===== src/hdl/mmacc_param_pkg.sv =====
package mmacc_param_pkg;

  // --------------------------------------------------------------------
  // Polynomial ring
  // --------------------------------------------------------------------
  localparam int POLY_N = 16;
  localparam int COEF_W = 16;
  localparam int MOD_Q  = 65521;
  localparam int IDX_W  = $clog2(POLY_N);
  // Exponent spans 2N for the negacyclic wrap
  localparam int ROT_W  = IDX_W + 1;

  localparam logic [COEF_W:0] MOD_Q_WIDE = (COEF_W + 1)'(MOD_Q);

  // --------------------------------------------------------------------
  // GLWE RAM and flow control
  // --------------------------------------------------------------------
  localparam int SLOT_NB    = 4;
  localparam int SLOT_W     = $clog2(SLOT_NB);
  localparam int GRAM_DEPTH = SLOT_NB * POLY_N;
  localparam int GRAM_ADD_W = $clog2(GRAM_DEPTH);

  localparam int CMD_FIFO_DEPTH = 4;
  localparam int CMD_PTR_W      = $clog2(CMD_FIFO_DEPTH);
  localparam int CMD_CNT_W      = $clog2(CMD_FIFO_DEPTH + 1);
  localparam int FEED_CREDIT_NB = 4;
  localparam int FEED_CREDIT_W  = $clog2(FEED_CREDIT_NB + 1);

  // --------------------------------------------------------------------
  // Modular arithmetic on operands below MOD_Q
  // --------------------------------------------------------------------
  function automatic logic [COEF_W-1:0] mod_add(input logic [COEF_W-1:0] a,
                                               input logic [COEF_W-1:0] b);
    logic [COEF_W:0] sum;
    sum = {1'b0, a} + {1'b0, b};
    if (sum >= MOD_Q_WIDE) begin
      sum = sum - MOD_Q_WIDE;
    end
    return sum[COEF_W-1:0];
  endfunction

  function automatic logic [COEF_W-1:0] mod_sub(input logic [COEF_W-1:0] a,
                                               input logic [COEF_W-1:0] b);
    logic [COEF_W:0] diff;
    if (a >= b) begin
      diff = {1'b0, a} - {1'b0, b};
    end else begin
      diff = {1'b0, a} + MOD_Q_WIDE - {1'b0, b};
    end
    return diff[COEF_W-1:0];
  endfunction

  // Zero stays zero
  function automatic logic [COEF_W-1:0] mod_neg(input logic [COEF_W-1:0] a);
    return mod_sub('0, a);
  endfunction

endpackage


===== src/hdl/mmacc_type_pkg.sv =====
package mmacc_type_pkg;
  import mmacc_param_pkg::*;

  // --------------------------------------------------------------------
  // Plain vectors
  // --------------------------------------------------------------------
  typedef logic [COEF_W-1:0]     coef_t;
  typedef logic [IDX_W-1:0]      idx_t;
  typedef logic [SLOT_W-1:0]     slot_t;
  typedef logic [ROT_W-1:0]      rot_t;
  // Slot in the upper bits, index in the lower bits
  typedef logic [GRAM_ADD_W-1:0] gram_add_t;

  // --------------------------------------------------------------------
  // Commands and beats
  // --------------------------------------------------------------------
  typedef struct packed {
    slot_t slot;
    rot_t  rot;
  } feed_cmd_t;

  // Factor is rot_data minus data mod q
  typedef struct packed {
    idx_t  idx;
    coef_t data;
    coef_t rot_data;
    coef_t factor;
    logic  last;
  } feed_beat_t;

  // First beat of a batch overwrites the coefficient
  typedef struct packed {
    slot_t slot;
    idx_t  idx;
    coef_t data;
    logic  first;
  } acc_beat_t;

  // --------------------------------------------------------------------
  // Feed FSM
  // --------------------------------------------------------------------
  typedef enum logic {
    IDLE,
    RUN
  } feed_state_e;

endpackage


===== src/hdl/mmacc_cmd_fifo.sv =====
`timescale 1ns/1ps

module mmacc_cmd_fifo
  import mmacc_param_pkg::*;
  import mmacc_type_pkg::*;
(
  input  logic      clk,
  input  logic      s_rst_n,

  // Sender side, credit based
  input  logic      cmd_vld_i,
  input  feed_cmd_t cmd_i,
  output logic      cmd_credit_o,

  // Feed stage side
  output feed_cmd_t fifo_cmd_o,
  output logic      fifo_vld_o,
  input  logic      fifo_pop_i
);

  feed_cmd_t            mem [CMD_FIFO_DEPTH];
  logic [CMD_PTR_W-1:0] wr_ptr;
  logic [CMD_PTR_W-1:0] rd_ptr;
  logic [CMD_CNT_W-1:0] count;
  logic                 full;
  logic                 push;
  logic                 pop;

  // --------------------------------------------------------------------
  // Status
  // --------------------------------------------------------------------
  assign full = (count == CMD_CNT_W'(CMD_FIFO_DEPTH));
  assign pop  = fifo_pop_i & fifo_vld_o;
  // Space is guaranteed by the credits, full only guards the storage
  assign push = cmd_vld_i & (~full | pop);

  assign fifo_vld_o = (count != '0);
  assign fifo_cmd_o = mem[rd_ptr];

  // --------------------------------------------------------------------
  // Storage
  // --------------------------------------------------------------------
  always_ff @(posedge clk) begin
    if (push) begin
      mem[wr_ptr] <= cmd_i;
    end
  end

  // --------------------------------------------------------------------
  // Pointers, count and credit return
  // --------------------------------------------------------------------
  always_ff @(posedge clk) begin
    if (!s_rst_n) begin
      wr_ptr       <= '0;
      rd_ptr       <= '0;
      count        <= '0;
      cmd_credit_o <= 1'b0;
    end else begin
      if (push) begin
        wr_ptr <= (wr_ptr == CMD_PTR_W'(CMD_FIFO_DEPTH - 1)) ? '0 : wr_ptr + 1'b1;
      end
      if (pop) begin
        rd_ptr <= (rd_ptr == CMD_PTR_W'(CMD_FIFO_DEPTH - 1)) ? '0 : rd_ptr + 1'b1;
      end
      case ({push, pop})
        2'b10:   count <= count + 1'b1;
        2'b01:   count <= count - 1'b1;
        default: count <= count;
      endcase
      // One credit per freed entry
      cmd_credit_o <= pop;
    end
  end

endmodule


===== src/hdl/mmacc_glwe_ram.sv =====
`timescale 1ns/1ps

module mmacc_glwe_ram
  import mmacc_type_pkg::*;
(
  input  logic      clk,

  // Feed read port
  input  gram_add_t feed_rd_add_i,
  output coef_t     feed_rd_data_o,

  // Accumulate read port
  input  gram_add_t acc_rd_add_i,
  output coef_t     acc_rd_data_o,

  // Single write port
  input  logic      wr_en_i,
  input  gram_add_t wr_add_i,
  input  coef_t     wr_data_i
);

  // One entry per address, slots laid out back to back
  coef_t mem [2 ** $bits(gram_add_t)];

  // --------------------------------------------------------------------
  // Write
  // --------------------------------------------------------------------
  always_ff @(posedge clk) begin
    if (wr_en_i) begin
      mem[wr_add_i] <= wr_data_i;
    end
  end

  // --------------------------------------------------------------------
  // Registered reads
  // --------------------------------------------------------------------
  // A read in the cycle of a write to the same address returns old data
  always_ff @(posedge clk) begin
    feed_rd_data_o <= mem[feed_rd_add_i];
  end

  always_ff @(posedge clk) begin
    acc_rd_data_o <= mem[acc_rd_add_i];
  end

endmodule


===== src/hdl/mmacc_feed.sv =====
`timescale 1ns/1ps

module mmacc_feed
  import mmacc_param_pkg::*;
  import mmacc_type_pkg::*;
(
  input  logic       clk,
  input  logic       s_rst_n,

  // Command FIFO
  input  feed_cmd_t  fifo_cmd_i,
  input  logic       fifo_vld_i,
  output logic       fifo_pop_o,

  // GRAM read port
  output gram_add_t  rd_add_o,
  input  coef_t      rd_data_i,

  // Beats towards the external product
  output logic       feed_vld_o,
  output feed_beat_t feed_o,
  input  logic       feed_credit_i
);

  feed_state_e              state;
  feed_cmd_t                cmd_q;
  idx_t                     idx_q;
  // 0 reads data at i, 1 reads the source, 2 emits
  logic [1:0]               rd_step;
  coef_t                    dat_q;
  logic [FEED_CREDIT_W-1:0] credit_cnt;

  rot_t                     src_pos;
  logic                     src_neg;
  idx_t                     src_idx;
  coef_t                    rot_val;
  logic                     emit_step;
  logic                     send;

  // --------------------------------------------------------------------
  // Command pop
  // --------------------------------------------------------------------
  assign fifo_pop_o = (state == IDLE) & fifo_vld_i;

  always_ff @(posedge clk) begin
    if (fifo_pop_o) begin
      cmd_q <= fifo_cmd_i;
    end
  end

  // --------------------------------------------------------------------
  // Rotation addressing
  // --------------------------------------------------------------------
  // j = (i - r) mod 2N, upper half means negated coefficient
  assign src_pos = {1'b0, idx_q} - cmd_q.rot;
  assign src_neg = src_pos[ROT_W-1];
  assign src_idx = src_pos[IDX_W-1:0];

  assign rd_add_o = (rd_step == 2'd0) ? {cmd_q.slot, idx_q} : {cmd_q.slot, src_idx};

  // Data at i comes back on the step after its read
  always_ff @(posedge clk) begin
    if ((state == RUN) && (rd_step == 2'd1)) begin
      dat_q <= rd_data_i;
    end
  end

  assign rot_val   = src_neg ? mod_neg(rd_data_i) : rd_data_i;
  assign emit_step = (state == RUN) && (rd_step == 2'd2);
  // Source read is reissued while stalled, so rd_data_i stays valid
  assign send      = emit_step && (credit_cnt != '0);

  // --------------------------------------------------------------------
  // FSM
  // --------------------------------------------------------------------
  always_ff @(posedge clk) begin
    if (!s_rst_n) begin
      state   <= IDLE;
      idx_q   <= '0;
      rd_step <= 2'd0;
    end else begin
      case (state)
        IDLE: begin
          if (fifo_vld_i) begin
            state   <= RUN;
            idx_q   <= '0;
            rd_step <= 2'd0;
          end
        end
        RUN: begin
          if (rd_step != 2'd2) begin
            rd_step <= rd_step + 1'b1;
          end else if (send) begin
            rd_step <= 2'd0;
            idx_q   <= idx_q + 1'b1;
            if (idx_q == IDX_W'(POLY_N - 1)) begin
              state <= IDLE;
            end
          end
        end
        default: state <= IDLE;
      endcase
    end
  end

  // --------------------------------------------------------------------
  // Output beat and credits
  // --------------------------------------------------------------------
  always_ff @(posedge clk) begin
    if (send) begin
      feed_o.idx      <= idx_q;
      feed_o.data     <= dat_q;
      feed_o.rot_data <= rot_val;
      feed_o.factor   <= mod_sub(rot_val, dat_q);
      feed_o.last     <= (idx_q == IDX_W'(POLY_N - 1));
    end
  end

  always_ff @(posedge clk) begin
    if (!s_rst_n) begin
      feed_vld_o <= 1'b0;
      credit_cnt <= FEED_CREDIT_W'(FEED_CREDIT_NB);
    end else begin
      feed_vld_o <= send;
      case ({feed_credit_i, send})
        2'b10:   credit_cnt <= credit_cnt + 1'b1;
        2'b01:   credit_cnt <= credit_cnt - 1'b1;
        default: credit_cnt <= credit_cnt;
      endcase
    end
  end

endmodule


===== src/hdl/mmacc_acc.sv =====
`timescale 1ns/1ps

module mmacc_acc
  import mmacc_param_pkg::*;
  import mmacc_type_pkg::*;
(
  input  logic      clk,
  input  logic      s_rst_n,

  // Result beats, no back-pressure
  input  logic      acc_vld_i,
  input  acc_beat_t acc_i,

  // GRAM read port
  output gram_add_t rd_add_o,
  input  coef_t     rd_data_i,

  // GRAM write port
  output logic      wr_en_o,
  output gram_add_t wr_add_o,
  output coef_t     wr_data_o
);

  logic      s1_vld;
  acc_beat_t s1_beat;
  gram_add_t s1_add;

  // Write issued one cycle before wr_*_o, not yet visible in the RAM read
  logic      prev_wr_en;
  gram_add_t prev_wr_add;
  coef_t     prev_wr_data;

  coef_t     stored;
  coef_t     result;

  // --------------------------------------------------------------------
  // Stage one, read issue
  // --------------------------------------------------------------------
  assign rd_add_o = {acc_i.slot, acc_i.idx};

  always_ff @(posedge clk) begin
    if (!s_rst_n) begin
      s1_vld <= 1'b0;
    end else begin
      s1_vld <= acc_vld_i;
    end
  end

  always_ff @(posedge clk) begin
    s1_beat <= acc_i;
  end

  assign s1_add = {s1_beat.slot, s1_beat.idx};

  // --------------------------------------------------------------------
  // Stage two, forwarding and add
  // --------------------------------------------------------------------
  // Newest write has priority
  always_comb begin
    if (wr_en_o && (wr_add_o == s1_add)) begin
      stored = wr_data_o;
    end else if (prev_wr_en && (prev_wr_add == s1_add)) begin
      stored = prev_wr_data;
    end else begin
      stored = rd_data_i;
    end
  end

  assign result = s1_beat.first ? s1_beat.data : mod_add(stored, s1_beat.data);

  always_ff @(posedge clk) begin
    if (!s_rst_n) begin
      wr_en_o    <= 1'b0;
      prev_wr_en <= 1'b0;
    end else begin
      wr_en_o    <= s1_vld;
      prev_wr_en <= wr_en_o;
    end
  end

  always_ff @(posedge clk) begin
    wr_add_o     <= s1_add;
    wr_data_o    <= result;
    prev_wr_add  <= wr_add_o;
    prev_wr_data <= wr_data_o;
  end

endmodule


===== src/hdl/mmacc_top.sv =====
`timescale 1ns/1ps

module mmacc_top
  import mmacc_type_pkg::*;
(
  input  logic       clk,
  input  logic       s_rst_n,

  // Commands
  input  logic       cmd_vld_i,
  input  feed_cmd_t  cmd_i,
  output logic       cmd_credit_o,

  // Feed output
  output logic       feed_vld_o,
  output feed_beat_t feed_o,
  input  logic       feed_credit_i,

  // Accumulate input
  input  logic       acc_vld_i,
  input  acc_beat_t  acc_i
);

  feed_cmd_t fifo_cmd;
  logic      fifo_vld;
  logic      fifo_pop;

  gram_add_t feed_rd_add;
  coef_t     feed_rd_data;
  gram_add_t acc_rd_add;
  coef_t     acc_rd_data;
  logic      wr_en;
  gram_add_t wr_add;
  coef_t     wr_data;

  // --------------------------------------------------------------------
  // Command queue and feed
  // --------------------------------------------------------------------
  mmacc_cmd_fifo mmacc_cmd_fifo_i (
    .clk          (clk),
    .s_rst_n      (s_rst_n),
    .cmd_vld_i    (cmd_vld_i),
    .cmd_i        (cmd_i),
    .cmd_credit_o (cmd_credit_o),
    .fifo_cmd_o   (fifo_cmd),
    .fifo_vld_o   (fifo_vld),
    .fifo_pop_i   (fifo_pop)
  );

  mmacc_feed mmacc_feed_i (
    .clk           (clk),
    .s_rst_n       (s_rst_n),
    .fifo_cmd_i    (fifo_cmd),
    .fifo_vld_i    (fifo_vld),
    .fifo_pop_o    (fifo_pop),
    .rd_add_o      (feed_rd_add),
    .rd_data_i     (feed_rd_data),
    .feed_vld_o    (feed_vld_o),
    .feed_o        (feed_o),
    .feed_credit_i (feed_credit_i)
  );

  // --------------------------------------------------------------------
  // Accumulate and GRAM
  // --------------------------------------------------------------------
  mmacc_acc mmacc_acc_i (
    .clk       (clk),
    .s_rst_n   (s_rst_n),
    .acc_vld_i (acc_vld_i),
    .acc_i     (acc_i),
    .rd_add_o  (acc_rd_add),
    .rd_data_i (acc_rd_data),
    .wr_en_o   (wr_en),
    .wr_add_o  (wr_add),
    .wr_data_o (wr_data)
  );

  mmacc_glwe_ram mmacc_glwe_ram_i (
    .clk            (clk),
    .feed_rd_add_i  (feed_rd_add),
    .feed_rd_data_o (feed_rd_data),
    .acc_rd_add_i   (acc_rd_add),
    .acc_rd_data_o  (acc_rd_data),
    .wr_en_i        (wr_en),
    .wr_add_i       (wr_add),
    .wr_data_i      (wr_data)
  );

endmodule


===== config.mk =====
export PLATFORM = sky130hd
export DESIGN_NAME = mmacc_top
export DESIGN_NICKNAME = d
export VERILOG_FILES = /design/src/hdl/mmacc_param_pkg.sv /design/src/hdl/mmacc_type_pkg.sv /design/src/hdl/mmacc_cmd_fifo.sv /design/src/hdl/mmacc_glwe_ram.sv /design/src/hdl/mmacc_feed.sv /design/src/hdl/mmacc_acc.sv /design/src/hdl/mmacc_top.sv
export SDC_FILE = /design/constraint.sdc
export NUM_CORES = 2
export LEC_CHECK = 0
export ABC_CLOCK_PERIOD_IN_PS = 5650
export BUFFER_PORTS_ARGS = -buffer_cell sky130_fd_sc_hd__buf_4
export CAP_MARGIN = 10
export CELL_PAD_IN_SITES_DETAIL_PLACEMENT = 2
export CELL_PAD_IN_SITES_GLOBAL_PLACEMENT = 2
export CORE_MARGIN = 2
export CORE_UTILIZATION = 37
export DETAILED_ROUTE_END_ITERATION = 16
export GPL_ROUTABILITY_DRIVEN = 0
export PLACE_DENSITY = 0.65
export REMOVE_ABC_BUFFERS = 1
export SLEW_MARGIN = 20
export SYNTH_ARGS = -nofsm -noshare
export SYNTH_HDL_FRONTEND = slang
export SYNTH_HIERARCHICAL = 1
export SYNTH_SLANG_ARGS = --single-unit

===== constraint.sdc =====
create_clock -name clk -period 5.65 [get_ports clk]
set_clock_uncertainty 0.2 [all_clocks]
set_input_delay 0.8475 -clock clk [delete_from_list [all_inputs] [get_ports clk]]
set_output_delay 0.8475 -clock clk [all_outputs]
set_load 0.01 [all_outputs]

==> qor.yml <==
die_w_microns: 405
vias_per_cell: 5.99
nets: 3907
relSlewSlack_pct: 22.1
hold_path.class: "in -> reg"
fillers: 15100
wire_per_inst_microns: 33.3
setup_viol: 0
cp-end-kind: "register"
ys_async_sr_fraction_pct: 0
firstDrtPassIters: 7
port_buffers: 89
finalWirelength_microns: 200000
grt_usage_pct: 24.5
crit_arrival_ns: 5.53
synth_xor_area_share_pct: 1.21
dr_wl_met3_microns: 12300
p_sw_mw: 9.46
drv_cap: 0
grt_pass1_vias: 38400
hold_viol_final: 0
synth_area_per_cell_sq_um: 16.6
start_util_pct: 37.1
postPlaceCellArea_sq_um: 63200
outcome: "completed"
post-route-cell-area_sq_um: 67900
worstPathRequired_ns: 6.06
multi_input_area_sq_um: 21500
drive_above_1_share_pct: 30.4
synth-simple-area-share_pct: 4.09
p_int_mw: 19.1
tightest_slew_ns: 1.16
setup.worst_path.start_class: "register"
synth_edf_count: 1128
die_h_microns: 405
die_area_sq_um: 164000
path_class: "reg -> reg"
worstSkewPairLatency_ns: 0.81
netlist_area_sq_um: 59400
drcViolationCount: 0
io_pins: 90
fp.coreArea_sq_um: 160000
synth_top_family_by_area: "multiplexers"
yosys-top-cells-area: "edfxtp_1 57%, mux4_2 16%, dfxtp_1 4.1%"
fmax_mhz: 195
vdd_drop_max_uv: 337
antenna_found_initial: 10
post-route-util_pct: 42.4
hpwl_microns: 130000
post_cts_resized: 0
muxShareOfSynthArea_pct: 22.0
seq_area_sq_um: 36400
yosys.area_share.adder_pct: 1.87
swShare_pct: 33.1
vias: 35900
drt_iter0_markers: 3695
drv_slew: 0
yosysSeqAreaShare_pct: 61.2
path_clk_slew_ns: 0.06
power_frac_comb_pct: 28.8
wirelength_met1_microns: 85000
synth_top_area_share_pct: 57.0
yosys.area.top_type: "edfxtp_1"
grt_start_max_net_pins: 70
synth_cell_types: 91
hold_buffers: 17
period_share_pct: 90.7
cts_buffers: 145
area_delta_synth_final_pct: 14.3
rsz0062_at_grt: "false"
p_total_mw: 28.5
ant_nets: 0
grt-ovfl-total: 0
clockBufferDepth: 3
cts_root_buf: "clkbuf_16"
post-cts-setup-buffer-count: 0
cts_tree: "yes"
clkSinkCount: 1251
grt_pass1_wl_microns: 286000
path_max_fanout: 6
leakage_nw: 21.8
yosysWarnings: 6
dr_wl_met2_microns: 95900
synth-compound-area-share_pct: 6.54
clkPwrFrac_pct: 32.1
rows: 147
synthFlopType: "edfxtp_1"
power_density_nw_per_um2: 420
p_seq_share_pct: 39.2
top_layer_used: "met5"
synth-seq-cells: 1251
fin_crit_ns: 5.12
htreeDepth: 4
netlist_instances: 3577
==> cell families (layout without fill, tap and decap cells) <==
| logic type | Yosys count | count (layout) |
|---|---|---|
| flip-flops | 1251 | 1251 |
| multiplexers | 755 | 755 |
| AO/OA/AOI/OAI | 568 | 568 |
| AND/OR/NAND/NOR | 506 | 506 |
| buffers and inverters | 331 | 658 |
| adder cells (fa/ha/maj) | 84 | 84 |
| XOR/XNOR | 82 | 82 |
| other | 0 | 1 |
==> path summary, 6_finish.rpt <==
check                        startpoint                          to  slack (ns)  depth (start not counted)
setup reg to reg  mmacc_feed_i/cmd_q[0]     mmacc_feed_i/feed_o[16]        0.53                         20
hold reg to reg   mmacc_acc_i/s1_add[5]     mmacc_acc_i/wr_add_o[5]        0.19                          0
hold / removal                 cmd_i[3]  mmacc_cmd_fifo_i/mem[2][3]        0.06                          1
setup / recovery  mmacc_feed_i/cmd_q[0]     mmacc_feed_i/feed_o[16]        0.53                         20
==> flip-flops by register name (all words and copies together) (netlist names), 16 cells and up, named ones only <==
name,cells
mmacc_acc_i/prev_wr_data,16
mmacc_glwe_ram_i/mem,1024
mmacc_feed_i/dat_q,16
mmacc_acc_i/s1_beat,17
mmacc_glwe_ram_i/acc_rd_data_o,16
mmacc_cmd_fifo_i/mem,28
mmacc_acc_i/wr_data_o,16
mmacc_feed_i/feed_o,53
mmacc_glwe_ram_i/feed_rd_data_o,16
==> through the flow <==
stage          std cells  worst slack [ns]  hold slack, ns  setup TNS, ns
2_1_floorplan       3332            -20.39           0.173        -322.96
3_3_place_gp        5709             0.548           0.178              0
3_5_place_dp        5710             0.483           0.182              0
4_1_cts             5990             0.424         0.00222              0
5_1_grt             5990             0.117          0.0204              0
6_report            5991             0.527          0.0572              0
==> layer usage <==
layer	up-vias	track usage, %
li1	15100	-
met1	19300	33.4
met3	317	3.73
met5	-	0
met2	1205	40.1
met4	4	7.94
==> critical path, cell delays in order, from the launching register on <==
cell and delay [ns]:
edfxtp_1 0.37, ha_1 0.24, fa_1 0.41, nor2b_1 0.14, o21ai_1 0.09, a21boi_1 0.16, buf_4 0.16, nor2_1 0.07
nor2_1 0.21, mux2_2 0.42, ha_1 0.33, inv_1 0.07, ha_1 0.17, inv_1 0.06, fa_1 0.39, o21ba_2 0.26
o21ai_2 0.20, a2111oi_4 0.13, o311a_2 0.40, o211a_1 0.22, nor4_2 0.23
==> power groups by stage <==
| stage | logic, mW | clock network [mW] | registers, mW |
|---|---|---|---|
| final | 8.21 | 9.15 | 11.2 |
| after global routing | 8.79 | 9.66 | 11.2 |
| after CTS | 8.24 | 9.34 | 11.2 |
| after detailed placement | 8.17 | 0 | 11.4 |
| after global placement | 8.04 | 0 | 11.4 |
| after floorplan | 5.94 | 0 | 11.6 |
==> area by class of cell <==
type	count	share of cell area, %
sequential	1251	53.5
multi-input combinational	1995	31.6
clock buffer	195	5.80
tap	2086	3.84
timing repair buffer	309	3.81
clock inverter	68	0.901
inverter	86	0.479
antenna	1	0.00369
==> cell usage after synthesis, types with 74 or more instances <==
master    instances
a211oi_1        104
a21oi_1          88
buf_2            74
dfxtp_1         123
edfxtp_1       1128
ha_1             76
inv_1            79
mux2_2          154
mux2i_1         178
mux4_2          414
nand2_1         151
nor2_1          156
o21ai_0          79
o22ai_1          74
==> placed cells by master, fill, tap and decap left out, types with 17 or more instances in the layout <==
cell / Yosys / final
nand2b_1: 19 / 17
dlygate4sd3_1: 0 / 17
nand3_1: 35 / 35
buf_4: 67 / 272
ha_1: 76 / 76
a211oi_1: 104 / 104
dfxtp_1: 123 / 107
a311oi_1: 24 / 24
mux4_2: 414 / 414
clkinv_1: 2 / 23
inv_1: 79 / 78
and2_1: 17 / 17
nor4_1: 30 / 27
mux2i_1: 178 / 178
clkbuf_16: 0 / 147
a31oi_1: 33 / 33
mux2_2: 154 / 154
nor2_1: 156 / 109
clkinv_2: 0 / 17
a21oi_1: 88 / 86
edfxtp_1: 1128 / 1128
o22ai_1: 74 / 74
a221oi_1: 25 / 25
clkbuf_1: 55 / 40
nand2_1: 151 / 151
and3_1: 20 / 20
nor2_2: 4 / 44
a22oi_1: 27 / 27
o21ai_1: 22 / 22
xnor2_1: 47 / 47
xor2_1: 35 / 35
o21ai_0: 79 / 77
(Power assumes the default switching activity.)
